## src/design/gba_mem_pkg.sv

```systemverilog
`default_nettype none

package gba_mem_pkg;

    ////////////////////
    // region map

    localparam logic [3:0]  REGION_EWRAM   = 4'd2;    // 256KB, lives in sdram
    localparam logic [3:0]  REGION_PALETTE = 4'd5;    // bg + obj palettes
    localparam logic [3:0]  REGION_VRAM    = 4'd6;
    localparam logic [3:0]  REGION_OAM     = 4'd7;

    localparam logic [31:0] UNMAPPED_WORD      = 32'hdeadbeef;
    localparam logic [9:0]  SDRAM_CARTRAM_BASE = 10'b1000_0001_00;  // upper bits of 25:2
    localparam logic [7:0]  SDRAM_EWRAM_BASE   = 8'b1000_0000;

    typedef enum logic [1:0] {
        PORT_NONE,
        PORT_ROM,      // cpu instruction fetch
        PORT_RAM,      // cpu data access
        PORT_DMA
    } port_e;

    typedef enum logic [1:0] {
        ST_MAIN,       // idle, or a single-cycle access is on the video ports
        ST_START,      // sdram request goes out this cycle
        ST_WAIT        // waiting for sdram_ready
    } seq_state_e;

    ////////////////////
    // request types

    typedef struct packed {
        logic [3:0]  region;
        logic [23:0] offset;
    } gba_fields_t;

    typedef union packed {
        logic [27:0] raw;        // flat byte address
        gba_fields_t fields;
    } gba_addr_u;

    typedef struct packed {
        gba_addr_u   addr;
        logic [31:0] wdata;
        logic [3:0]  be;
        logic        wr;
        logic        rd;
    } mem_req_t;

    typedef struct packed {
        port_e       port;       // source that owns this sdram access
        logic [25:2] addr;       // word address
        logic [31:0] wdata;
        logic [3:0]  be;
        logic        rd;
        logic        wr;
    } sdram_req_t;

    ////////////////////
    // region helpers

    function automatic logic is_rom(input logic [3:0] region);
        return (region >= 4'h8) && (region <= 4'hc);    // game pak 8..C
    endfunction

    function automatic logic is_cartram(input logic [3:0] region);
        return region[3:1] == 3'b111;    // E and F mirror each other
    endfunction

    // everything not backed by sdram answers in one cycle, unmapped included
    function automatic logic is_single(input logic [3:0] region);
        return !(is_rom(region) || is_cartram(region) || region == REGION_EWRAM);
    endfunction

    function automatic logic is_readonly(input logic [3:0] region);
        return is_rom(region);
    endfunction

    function automatic logic [25:2] to_sdram_addr(input gba_addr_u a);
        logic [25:2] sa;
        sa = '1;                                                // unmapped
        if (is_rom(a.fields.region))
            sa = {1'b0, a.raw[24:2]};                           // 32MB rom
        else if (a.fields.region == REGION_EWRAM)
            sa = {SDRAM_EWRAM_BASE, a.raw[17:2]};
        else if (is_cartram(a.fields.region))
            sa = {SDRAM_CARTRAM_BASE, a.raw[15:2]};             // 64KB sram/flash
        return sa;
    endfunction

endpackage

`default_nettype wire

```

## src/design/mem_sequencer.sv

```systemverilog
`default_nettype none

module mem_sequencer (
    input  wire                          clk,
    input  wire                          resetn,

    input  wire                          rom_en,
    input  wire gba_mem_pkg::gba_addr_u  rom_addr,
    input  wire                          ram_cen,
    input  wire gba_mem_pkg::mem_req_t   ram_req,
    output logic [31:0]                  rom_data,
    output logic [31:0]                  ram_rdata,
    output logic                         cpu_en,

    input  wire                          dma_on,
    input  wire                          dma_ena,
    input  wire gba_mem_pkg::mem_req_t   dma_req,
    output logic [31:0]                  dma_rdata,
    output logic                         dma_done,

    output gba_mem_pkg::mem_req_t        cur_req,
    output gba_mem_pkg::port_e           cur_port,
    output logic                         sdram_start,
    output gba_mem_pkg::mem_req_t        bram_req,
    input  wire [31:0]                   bram_rdata,
    input  wire [31:0]                   sdram_rdata,
    input  wire                          sdram_ready
);
    import gba_mem_pkg::*;

    seq_state_e  state;
    mem_req_t    sel_req;
    port_e       sel_port;
    logic        sel_single;
    logic        sel_bram;       // single-cycle access on the video ports now
    logic        done;           // current access completes this cycle
    port_e       last_port;      // read that completed last cycle
    logic        last_single;
    logic [31:0] rd_data;
    logic [31:0] rom_buf, ram_buf;

    ////////////////////
    // source priority

    always_comb begin
        sel_port = PORT_NONE;
        sel_req  = '0;
        if (dma_on) begin                   // dma owns the bus, cpu waits
            if (dma_ena) begin
                sel_port = PORT_DMA;
                sel_req  = dma_req;
            end
        end else if (rom_en) begin
            sel_port      = PORT_ROM;
            sel_req.addr  = rom_addr;
            sel_req.be    = 4'b1111;        // fetches are always full words
            sel_req.rd    = 1'b1;
        end else if (ram_cen) begin
            sel_port = PORT_RAM;
            sel_req  = ram_req;
        end
    end

    assign sel_single  = is_single(sel_req.addr.fields.region);
    assign sel_bram    = (state == ST_MAIN) && (sel_port != PORT_NONE) && sel_single;
    assign sdram_start = (state == ST_MAIN) && (sel_port != PORT_NONE) && !sel_single;
    assign done        = sel_bram || ((state == ST_WAIT) && sdram_ready);

    assign cur_req  = sel_req;
    assign cur_port = sel_port;

    always_comb begin
        bram_req = sel_req;
        if (!sel_bram) begin               // keep video memories quiet
            bram_req.rd = 1'b0;
            bram_req.wr = 1'b0;
        end
    end

    ////////////////////
    // ready / done strobes

    always_comb begin
        if (dma_on)
            cpu_en = 1'b0;                 // cpu paused during dma
        else if (!rom_en && !ram_cen)
            cpu_en = 1'b1;                 // nothing pending
        else
            cpu_en = done;
    end

    assign dma_done = dma_on && dma_ena && done;

    ////////////////////
    // state machine

    always_ff @(posedge clk) begin
        if (!resetn) begin
            state     <= ST_MAIN;
            last_port <= PORT_NONE;
            rom_buf   <= '0;
            ram_buf   <= '0;
        end else begin
            case (state)
                ST_MAIN:  if (sdram_start) state <= ST_START;
                ST_START: state <= ST_WAIT;      // request leaves sdram_request now
                ST_WAIT:  if (sdram_ready) state <= ST_MAIN;
                default:  state <= ST_MAIN;
            endcase
            last_port <= (done && sel_req.rd) ? sel_port : PORT_NONE;  // writes return nothing
            rom_buf   <= rom_data;        // buffers follow the outputs, so they hold
            ram_buf   <= ram_rdata;
        end
    end

    always_ff @(posedge clk)
        if (done)
            last_single <= (state == ST_MAIN);   // bram path vs sdram path

    ////////////////////
    // read data steering

    assign rd_data   = last_single ? bram_rdata : sdram_rdata;
    assign dma_rdata = rd_data;                  // valid the cycle after dma_done

    // dma reads never mark rom/ram, so the buffers survive preemption
    // and the first cycle after dma_on falls still shows them
    assign rom_data  = (last_port == PORT_ROM) ? rd_data : rom_buf;
    assign ram_rdata = (last_port == PORT_RAM) ? rd_data : ram_buf;

    // cpu presents one request at a time
    a_one_cpu_req: assert property (@(posedge clk) disable iff (!resetn)
        !(rom_en && ram_cen));

    // a wait only ends on the sdram's own ready, which never shows up outside a wait
    a_wait_exit: assert property (@(posedge clk) disable iff (!resetn)
        sdram_ready |-> state == ST_WAIT);

endmodule

`default_nettype wire

```

## src/design/sdram_request.sv

```systemverilog
`default_nettype none

module sdram_request (
    input  wire                          clk,
    input  wire                          resetn,
    input  wire gba_mem_pkg::mem_req_t   cur_req,
    input  wire gba_mem_pkg::port_e      cur_port,
    input  wire                          sdram_start,
    output gba_mem_pkg::sdram_req_t      sdram_out
);
    import gba_mem_pkg::*;

    logic        rd_q, wr_q;     // one-cycle strobes
    port_e       port_q;
    logic [25:2] addr_q;
    logic [31:0] wdata_q;
    logic [3:0]  be_q;

    // control strobes
    always_ff @(posedge clk) begin
        if (!resetn) begin
            rd_q <= 1'b0;
            wr_q <= 1'b0;
        end else begin
            rd_q <= 1'b0;
            wr_q <= 1'b0;
            if (sdram_start) begin
                if (is_readonly(cur_req.addr.fields.region)) begin
                    rd_q <= 1'b1;                        // rom writes turn into reads
                end else begin
                    rd_q <= cur_req.rd;
                    wr_q <= cur_req.wr;
                end
            end
        end
    end

    // payload, captured with the start pulse
    always_ff @(posedge clk) begin
        if (sdram_start) begin
            port_q  <= cur_port;
            addr_q  <= to_sdram_addr(cur_req.addr);
            wdata_q <= cur_req.wdata;
            if (is_cartram(cur_req.addr.fields.region))
                be_q <= 4'b0001 << cur_req.addr.raw[1:0];   // cart ram is 8-bit wide
            else
                be_q <= cur_req.be;
        end
    end

    assign sdram_out = '{port: port_q, addr: addr_q, wdata: wdata_q,
                         be: be_q, rd: rd_q, wr: wr_q};

    a_rd_wr_excl: assert property (@(posedge clk) disable iff (!resetn)
        !(sdram_out.rd && sdram_out.wr));

endmodule

`default_nettype wire

```

## src/design/video_mem_port.sv

```systemverilog
`default_nettype none

module video_mem_port (
    input  wire                          clk,
    input  wire gba_mem_pkg::mem_req_t   bram_req,
    output logic [31:0]                  bram_rdata,

    output logic [6:0]                   palette_bg_addr,
    output logic [31:0]                  palette_bg_din,
    output logic [3:0]                   palette_bg_we,
    input  wire  [31:0]                  palette_bg_dout,
    output logic [6:0]                   palette_oam_addr,
    output logic [31:0]                  palette_oam_din,
    output logic [3:0]                   palette_oam_we,
    input  wire  [31:0]                  palette_oam_dout,
    output logic [13:0]                  vram_lo_addr,
    output logic [31:0]                  vram_lo_din,
    output logic                         vram_lo_we,
    output logic [3:0]                   vram_lo_be,
    input  wire  [31:0]                  vram_lo_dout,
    output logic [12:0]                  vram_hi_addr,
    output logic [31:0]                  vram_hi_din,
    output logic                         vram_hi_we,
    output logic [3:0]                   vram_hi_be,
    input  wire  [31:0]                  vram_hi_dout,
    output logic [7:0]                   oamram_addr,
    output logic [31:0]                  oamram_din,
    output logic [3:0]                   oamram_we,
    input  wire  [31:0]                  oamram_dout
);
    import gba_mem_pkg::*;

    logic        sel_pal, sel_vram, sel_oam;
    logic        byte_wr;        // single-lane write
    logic [7:0]  wr_byte;
    logic [31:0] wdata16;
    logic [3:0]  be16;
    logic [3:0]  region_r;
    logic        a9_r, a16_r;

    assign sel_pal  = bram_req.addr.fields.region == REGION_PALETTE;
    assign sel_vram = bram_req.addr.fields.region == REGION_VRAM;
    assign sel_oam  = bram_req.addr.fields.region == REGION_OAM;

    ////////////////////
    // byte write widening

    always_comb begin
        case (bram_req.be)
            4'b0010: wr_byte = bram_req.wdata[15:8];
            4'b0100: wr_byte = bram_req.wdata[23:16];
            4'b1000: wr_byte = bram_req.wdata[31:24];
            default: wr_byte = bram_req.wdata[7:0];
        endcase
    end

    assign byte_wr = bram_req.wr && $onehot(bram_req.be);
    assign wdata16 = byte_wr ? {4{wr_byte}} : bram_req.wdata;   // byte lands in both halves
    assign be16    = !byte_wr ? bram_req.be :
                     (|bram_req.be[1:0]) ? 4'b0011 : 4'b1100;

    // palettes, bit 9 picks the object palette
    assign palette_bg_addr  = bram_req.addr.raw[8:2];
    assign palette_bg_din   = wdata16;
    assign palette_bg_we    = (bram_req.wr && sel_pal && !bram_req.addr.raw[9]) ? be16 : 4'b0;
    assign palette_oam_addr = bram_req.addr.raw[8:2];
    assign palette_oam_din  = wdata16;
    assign palette_oam_we   = (bram_req.wr && sel_pal && bram_req.addr.raw[9]) ? be16 : 4'b0;

    // vram, bit 16 picks the upper 32KB
    assign vram_lo_addr = bram_req.addr.raw[15:2];
    assign vram_lo_din  = wdata16;
    assign vram_lo_we   = bram_req.wr && sel_vram && !bram_req.addr.raw[16];
    assign vram_lo_be   = bram_req.wr ? be16 : 4'b1111;
    assign vram_hi_addr = bram_req.addr.raw[14:2];
    assign vram_hi_din  = bram_req.wdata;
    assign vram_hi_we   = bram_req.wr && sel_vram && bram_req.addr.raw[16] && !byte_wr;
    assign vram_hi_be   = bram_req.wr ? bram_req.be : 4'b1111;

    // oam drops byte writes
    assign oamram_addr = bram_req.addr.raw[9:2];
    assign oamram_din  = bram_req.wdata;
    assign oamram_we   = (bram_req.wr && sel_oam && !byte_wr) ? bram_req.be : 4'b0;

    ////////////////////
    // read mux, one cycle behind

    always_ff @(posedge clk) begin
        if (bram_req.rd) begin
            region_r <= bram_req.addr.fields.region;
            a9_r     <= bram_req.addr.raw[9];
            a16_r    <= bram_req.addr.raw[16];
        end
    end

    always_comb begin
        case (region_r)
            REGION_PALETTE: bram_rdata = a9_r ? palette_oam_dout : palette_bg_dout;
            REGION_VRAM:    bram_rdata = a16_r ? vram_hi_dout : vram_lo_dout;
            REGION_OAM:     bram_rdata = oamram_dout;
            default:        bram_rdata = UNMAPPED_WORD;     // 0, 3, 4, D and friends
        endcase
    end

endmodule

`default_nettype wire

```

## src/design/gba_memory.sv

```systemverilog
`default_nettype none

module gba_memory (
    input  wire                          clk,
    input  wire                          resetn,

    // cpu side
    input  wire                          rom_en,
    input  wire gba_mem_pkg::gba_addr_u  rom_addr,
    input  wire                          ram_cen,
    input  wire gba_mem_pkg::mem_req_t   ram_req,
    output wire [31:0]                   rom_data,
    output wire [31:0]                   ram_rdata,
    output wire                          cpu_en,      // data shows up next cycle

    // dma side
    input  wire                          dma_on,
    input  wire                          dma_ena,
    input  wire gba_mem_pkg::mem_req_t   dma_req,
    output wire [31:0]                   dma_rdata,
    output wire                          dma_done,

    // sdram
    output wire gba_mem_pkg::sdram_req_t sdram_out,
    input  wire [31:0]                   sdram_rdata,
    input  wire                          sdram_ready,

    // video memories
    output wire [6:0]                    palette_bg_addr,
    output wire [31:0]                   palette_bg_din,
    output wire [3:0]                    palette_bg_we,
    input  wire [31:0]                   palette_bg_dout,
    output wire [6:0]                    palette_oam_addr,
    output wire [31:0]                   palette_oam_din,
    output wire [3:0]                    palette_oam_we,
    input  wire [31:0]                   palette_oam_dout,
    output wire [13:0]                   vram_lo_addr,
    output wire [31:0]                   vram_lo_din,
    output wire                          vram_lo_we,
    output wire [3:0]                    vram_lo_be,
    input  wire [31:0]                   vram_lo_dout,
    output wire [12:0]                   vram_hi_addr,
    output wire [31:0]                   vram_hi_din,
    output wire                          vram_hi_we,
    output wire [3:0]                    vram_hi_be,
    input  wire [31:0]                   vram_hi_dout,
    output wire [7:0]                    oamram_addr,
    output wire [31:0]                   oamram_din,
    output wire [3:0]                    oamram_we,
    input  wire [31:0]                   oamram_dout
);
    import gba_mem_pkg::*;

    mem_req_t    cur_req;       // chosen source, to sdram side
    port_e       cur_port;
    wire         sdram_start;
    mem_req_t    bram_req;      // single-cycle request, rd/wr gated
    wire [31:0]  bram_rdata;

    mem_sequencer seq_i (.*);

    sdram_request sdram_req_i (
        .clk, .resetn, .cur_req, .cur_port, .sdram_start, .sdram_out
    );

    video_mem_port video_i (.*);

endmodule

`default_nettype wire

```

## config.mk

```make
export PLATFORM = sky130hd
export DESIGN_NAME = gba_memory
export DESIGN_NICKNAME = d
export VERILOG_FILES = /design/src/design/gba_mem_pkg.sv /design/src/design/mem_sequencer.sv /design/src/design/sdram_request.sv /design/src/design/video_mem_port.sv /design/src/design/gba_memory.sv
export SDC_FILE = /design/constraint.sdc
export NUM_CORES = 1
export LEC_CHECK = 0
export BUFFER_PORTS_ARGS = -buffer_cell sky130_fd_sc_hd__buf_4
export CAP_MARGIN = 20
export CORE_AREA = 2 2 293 295
export CTS_BUF_LIST = sky130_fd_sc_hd__clkbuf_4 sky130_fd_sc_hd__clkbuf_8 sky130_fd_sc_hd__clkbuf_16
export DETAILED_ROUTE_END_ITERATION = 7
export DIE_AREA = 0 0 295 297
export GPL_ROUTABILITY_DRIVEN = 0
export PLACE_DENSITY = 0.31
export SETUP_SLACK_MARGIN = 0.3
export SYNTH_ARGS = -nofsm -noshare
export SYNTH_HDL_FRONTEND = slang
export SYNTH_SLANG_ARGS = --single-unit
export TNS_END_PERCENT = 50
```

## constraint.sdc

```tcl
create_clock -name clk -period 7.74 [get_ports clk]
set_input_delay 1.548 -clock clk [delete_from_list [all_inputs] [get_ports clk]]
set_output_delay 1.548 -clock clk [all_outputs]
set_load 0.05 [all_outputs]
```

* Word-level counts from Yosys, hierarchy flattened
Index checks and enable logic that the tools add are counted.
Word-level totals: logic and storage cells 114, register bits 139, memories 0, RAM bits 0, latch bits 0, memory bits (read-only) 0
Operators by class: multiply operators 0, reductions and logical operators 35, eq/ne operators 18, shift operators 1, order comparisons 2, muxes and demuxes 38, $add $sub $neg 3, bitwise gates (word level) 2, div/mod/pow operators 0
Operators by type and width (count):
- $mux W32 | 7
- $mux W66 | 3
- $pmux W32 S3 | 1
- $mux W23 | 3
- $mux W4 | 9
- $eq A4 B3 Y1 const B | 7
- $mux W28 | 1
- $pmux W8 S3 | 1
- $logic_and A1 B1 Y1 | 19
- $mux W2 | 7
- $eq A4 B2 Y1 const B | 2
- $logic_not A1 Y1 | 6
- $pmux W2 S3 | 1
- $reduce_and A2 Y1 | 3
- $mux W1 | 5
- $add A1 B1 Y2 | 2
- $eq A2 B1 Y1 const B | 2
- $eq A2 B2 Y1 const B | 2
- $eq A4 B4 Y1 const B | 1
- $ge A4 B4 Y1 const B | 1
- $le A4 B4 Y1 const B | 1
- $shl A1 B2 Y4 const A | 1
- $add A3 B3 Y3 | 1
- $eq A3 B1 Y1 const B | 1
- other kinds (9) | 12

* Logic depth before layout (Yosys ltp)
depth in word-level cells 14, depth in mapped cells 17, depth with buffers taken out 13

* By module
From an unflattened synthesis, not the netlist that was laid out.
Unflattened totals: cell total of the unflattened synthesis 1260, area total of the unflattened synthesis 10786.6 um2
Modules (own cells, without submodules):
- mem_sequencer | cells an instance 572, area each 4414.2 um2, instances 1
- video_mem_port | cells an instance 568, area each 4129.0 um2, instances 1
- sdram_request | cells an instance 120, area each 2243.4 um2, instances 1

* Worst setup path before layout
Ideal clock, no wire load.
kind input -> output, start point in dma_on, end point out palette_oam_din[28], data arrival time 6322 ps, required time 6192 ps, stages on the path 17, slack -130 ps, path through buf_2 -> buf_2 -> and2_1 -> buf_2 -> buf_1 -> nand2_1 -> o21a_1 -> ha_1 -> ha_1 -> fa_1 -> nor3b_1 -> nor3b_2 -> o211ai_4 -> buf_8 -> buf_6 -> a21oi_1 -> buf_4
On the way: cells in the longest elaborated chain, start to end 10, elaborated cells on any way between the ends 24, those cells by class add/sub: 3; order compare: 2; eq/ne: 6; mux: 5; reduce/logical: 8
Ends and longest elaborated chain:
- start: declaration | line gba_memory.sv:17 | input wire dma_on,
- $mux W66 | line mem_sequencer.sv:48 | if (dma_on) begin
- $ge A4 B4 Y1 / $le A4 B4 Y1 (equally long branches) | line gba_mem_pkg.sv:64 | return (region >= 4'h8) && (region <= 4'hc);
- $logic_and A1 B1 Y1 | line gba_mem_pkg.sv:64
- $logic_or A1 B1 Y1 (2 in series) | line gba_mem_pkg.sv:73 | return !(is_rom(region) || is_cartram(region) || region == REGION_EWRAM);
- $logic_not A1 Y1 | line gba_mem_pkg.sv:73
- $logic_and A1 B1 Y1 | line mem_sequencer.sv:65 | assign sel_bram = (state == ST_MAIN) && (sel_port != PORT_NONE) && sel_single;
- $mux W2 | line mem_sequencer.sv:74 | if (!sel_bram) begin
- $logic_and A1 B1 Y1 | line video_mem_port.sv:57 | assign byte_wr = bram_req.wr && $onehot(bram_req.be);
- $mux W32 * | line video_mem_port.sv:58 | assign wdata16 = byte_wr ? {4{wr_byte}} : bram_req.wdata;
- end: declaration | line gba_memory.sv:34 | output wire [31:0] palette_oam_din,
Every way passes the cells marked *; elsewhere a longest branch is shown, timed or not.

* Worst setup path after layout
start point in dma_on, end point out palette_bg_din[25]
On the way: cells in the longest elaborated chain, start to end 10, elaborated cells on any way between the ends 24, those cells by class add/sub: 3; order compare: 2; eq/ne: 6; mux: 5; reduce/logical: 8
Ends and longest elaborated chain:
- $mux W66 | line mem_sequencer.sv:48
- $ge A4 B4 Y1 / $le A4 B4 Y1 (equally long branches) | line gba_mem_pkg.sv:64
- $logic_and A1 B1 Y1 | line gba_mem_pkg.sv:64
- $logic_or A1 B1 Y1 (2 in series) | line gba_mem_pkg.sv:73
- $logic_not A1 Y1 | line gba_mem_pkg.sv:73
- $logic_and A1 B1 Y1 | line mem_sequencer.sv:65
- $mux W2 | line mem_sequencer.sv:74
- $logic_and A1 B1 Y1 | line video_mem_port.sv:57
- $mux W32 * | line video_mem_port.sv:58
- end: declaration | line gba_memory.sv:30 | output wire [31:0] palette_bg_din,
Marks and branches as above.

==> flow_summary.ini <==
[synthesis]
ys.flop_type = dfxtp_1
synth_area_leaders = edfxtp_1 (21%), dfxtp_1 (14%), buf_4 (14%)
synth.avg_cell_area_um2 = 8.33
syn-cell-area_mm2 = 0.00969
yosysWarningCount = 0
synth-seq-cells = 139
yosys.area.top_type_share_pct = 21.4
yosysMostFrequentCell = nand2_1
synth_edf_count = 69
synth_cell_types = 52
synth_common_cells = nand2_1 (190), buf_4 (180), a21oi_1 (168)
syn_inst = 1163
yosysTopAreaCell = edfxtp_1
synthArstFlopShare_pct = 0
synthesis.nets = 1531
yosysSeqAreaShare_pct = 35.8

[global_route]
first_global_vias = 10600
grt_pass1_wl_mm = 84.8
grt_max_degree = 62
grt_usage_pct = 13.9
overflow = 0
antenna_found_initial = 3

[timing]
rsz0062_at_grt = false
finalSetupViolations = 0
hold_viol = 0
fin_crit_sh_pct = 89.7
timing.hold.ws_ns = 0.463
relSlewSlack_pct = 25.0
min_period_ns = 6.95
timing.fmax_ghz = 0.144
tightest_slew_ns = 1.12
finalClockSkew_ns = 0.0154
setup_tns_ns = 0
finalMaxSlewViolations = 0

[clocking]
cts_htree_levels = 4
clk_latency_ns = 0.48
cts_sinks = 139
cts_resized = 0
root_buffer = clkbuf_16
cts_setup_buffers = 0
cts_buffers = 17
cts_tree = yes
hold_buffers = 0
clkTransAtPathRegs_ns = 0.06
cts_buffer_depth = 2

[routing]
drt-initial-drc-count = 559
detail_route.first_pass.iterations = 6
wl_per_cell_um = 22.0
vias = 10600
drc = 0
final_antenna_net_count = 0
drt_wl_total_mm = 63.1
viasPerCell = 3.69

[pwr]
leakage_nw = 7.50
power_mw = 3.18
ir_drop_mv = 0.0900
power_density_mw_per_mm2 = 198

[placement]
portBuffers = 751
dp_hpwl_mm = 51.8

[worst_setup_path]
worstPathArrival_ns = 5.40
critPathLaunchType = primary input
path_max_fanout = 26
criticalPathCategory = primary input to primary output
reg2reg_depth = 6
cp-end-kind = primary output
reg2reg_slack_ns = 4.66
critPathRequiredTime_ns = 6.19
crit_slowest_cell = nor3_1
critPathMaxStageDelay_ns = 0.71
r2r-end = seq_i.ram_buf[4]
worstPathCellList = buf_4 -> and2_2 -> a21oi_1 -> inv_1 -> ha_1 -> inv_1 -> ha_1 -> fa_1 -> nor3b_2 -> nor3b_2 -> o211ai_4 -> nor3_1 -> a21oi_2 -> buf_4
reg2reg_from = video_i.a9_r

[min_path]
min_path_type = flip-flop to flip-flop
min_to = seq_i.rom_buf[19]
hold_path_depth = 2
hold_start = seq_i.rom_buf[19]

[cells_and_area]
fin_nets = 2072
syn_to_final_growth_pct = 65.4
drive_gt1_share_pct = 54.1

[die]
dieHeight_um = 297
rows = 107
coreArea_mm2 = 0.0845
start_util_pct = 11.5
num_io_pins = 752
die_x_um = 295
die-area_mm2 = 0.0876

[run_status]
status = finished clean

[run]
drv_cap = 0
worst max-delay path by stage:
stage,depth (start not counted),end,from,slack [ns]
3_5_place_dp,14,vram_lo_din[31],dma_on,0.81
3_3_place_gp,15,vram_lo_din[5],dma_on,0.86
2_1_floorplan,16,palette_oam_din[0],dma_on,0.22
5_1_grt,14,palette_bg_din[31],dma_on,0.46
6_report,14,palette_bg_din[25],dma_on,0.79
4_1_cts,14,vram_lo_din[31],dma_on,0.78
kinds of logic (layout without fill, tap and decap cells):
group | count (synthesis) | in the layout | share of synthesized area [%]
mux | 68 | 68 | 7.88
buf+inv | 324 | 878 | 20.1
flops | 139 | 139 | 35.8
other cells | 0 | 2 | 0
fa+ha+maj | 9 | 9 | 1.24
simple gates | 299 | 299 | 13.6
compound gates | 324 | 324 | 21.3
sequential cells by signal (all words and copies together), names as in the netlist, 2 cells and up:
register and cells:
seq_i.rom_buf 32, seq_i.last_port 2, sdram_req_i.addr_q 24, sdram_req_i.be_q 4
video_i.region_r 4, sdram_req_i.port_q 2, sdram_req_i.wdata_q 32, seq_i.state 2
seq_i.ram_buf 32
critical path: cells and delay by family:
kind,cells,cell delay [ns]
AND/OR/NAND/NOR,4,1.46
adder cells (fa/ha/maj),3,0.99
AO/OA/AOI/OAI,3,0.79
buffers and inverters,4,0.59
where the power goes:
| part | internal, mW | switching (mW) |
|---|---|---|
| combinational | 0.420 | 0.971 |
| sequential | 0.837 | 0.0178 |
| clock | 0.523 | 0.410 |
| total | 1.78 | 1.40 |
layout by cell type, fill, tap and decap left out, drive strengths merged, types with 17 or more instances in the layout:
cell,instances
a22oi,66
clkbuf,19
nor2,58
a21oi,168
o22ai,17
dfxtp,70
mux2,66
buf,778
edfxtp,69
inv,74
nand2,190
o21ai,18
a222oi,23
final cells by class:
cell class	instances	area [µm²]
repair buffers	778	5840
flip-flops and latches	139	3470
well taps	1144	1430
clock inverters	13	180
clock buffers	19	440
multi-input cells	700	4400
fillers	9569	68400
inverters	68	255
diodes	2	5.00
metrics by stage:
step	cells	util [%]	instance area (µm²)	setup slack, ns
floorplan	1163	-	9810	0.220
global placement	2829	18.2	15400	0.864
detailed placement	2829	18.2	15400	0.806
CTS	2861	19.0	16000	0.781
global route	2862	19.0	16000	0.463
finish	2863	19.0	16000	0.793
routing by layer:
metal,routed length [µm],up-vias,global-route usage (%)
met5,7,-,0
met4,1530,2,4.48
met3,5270,49,4.83
met2,32800,522,25.5
met1,23500,5001,14.6
li1,-,4995,-
Note: power is estimated with default switching activity, not from simulation.
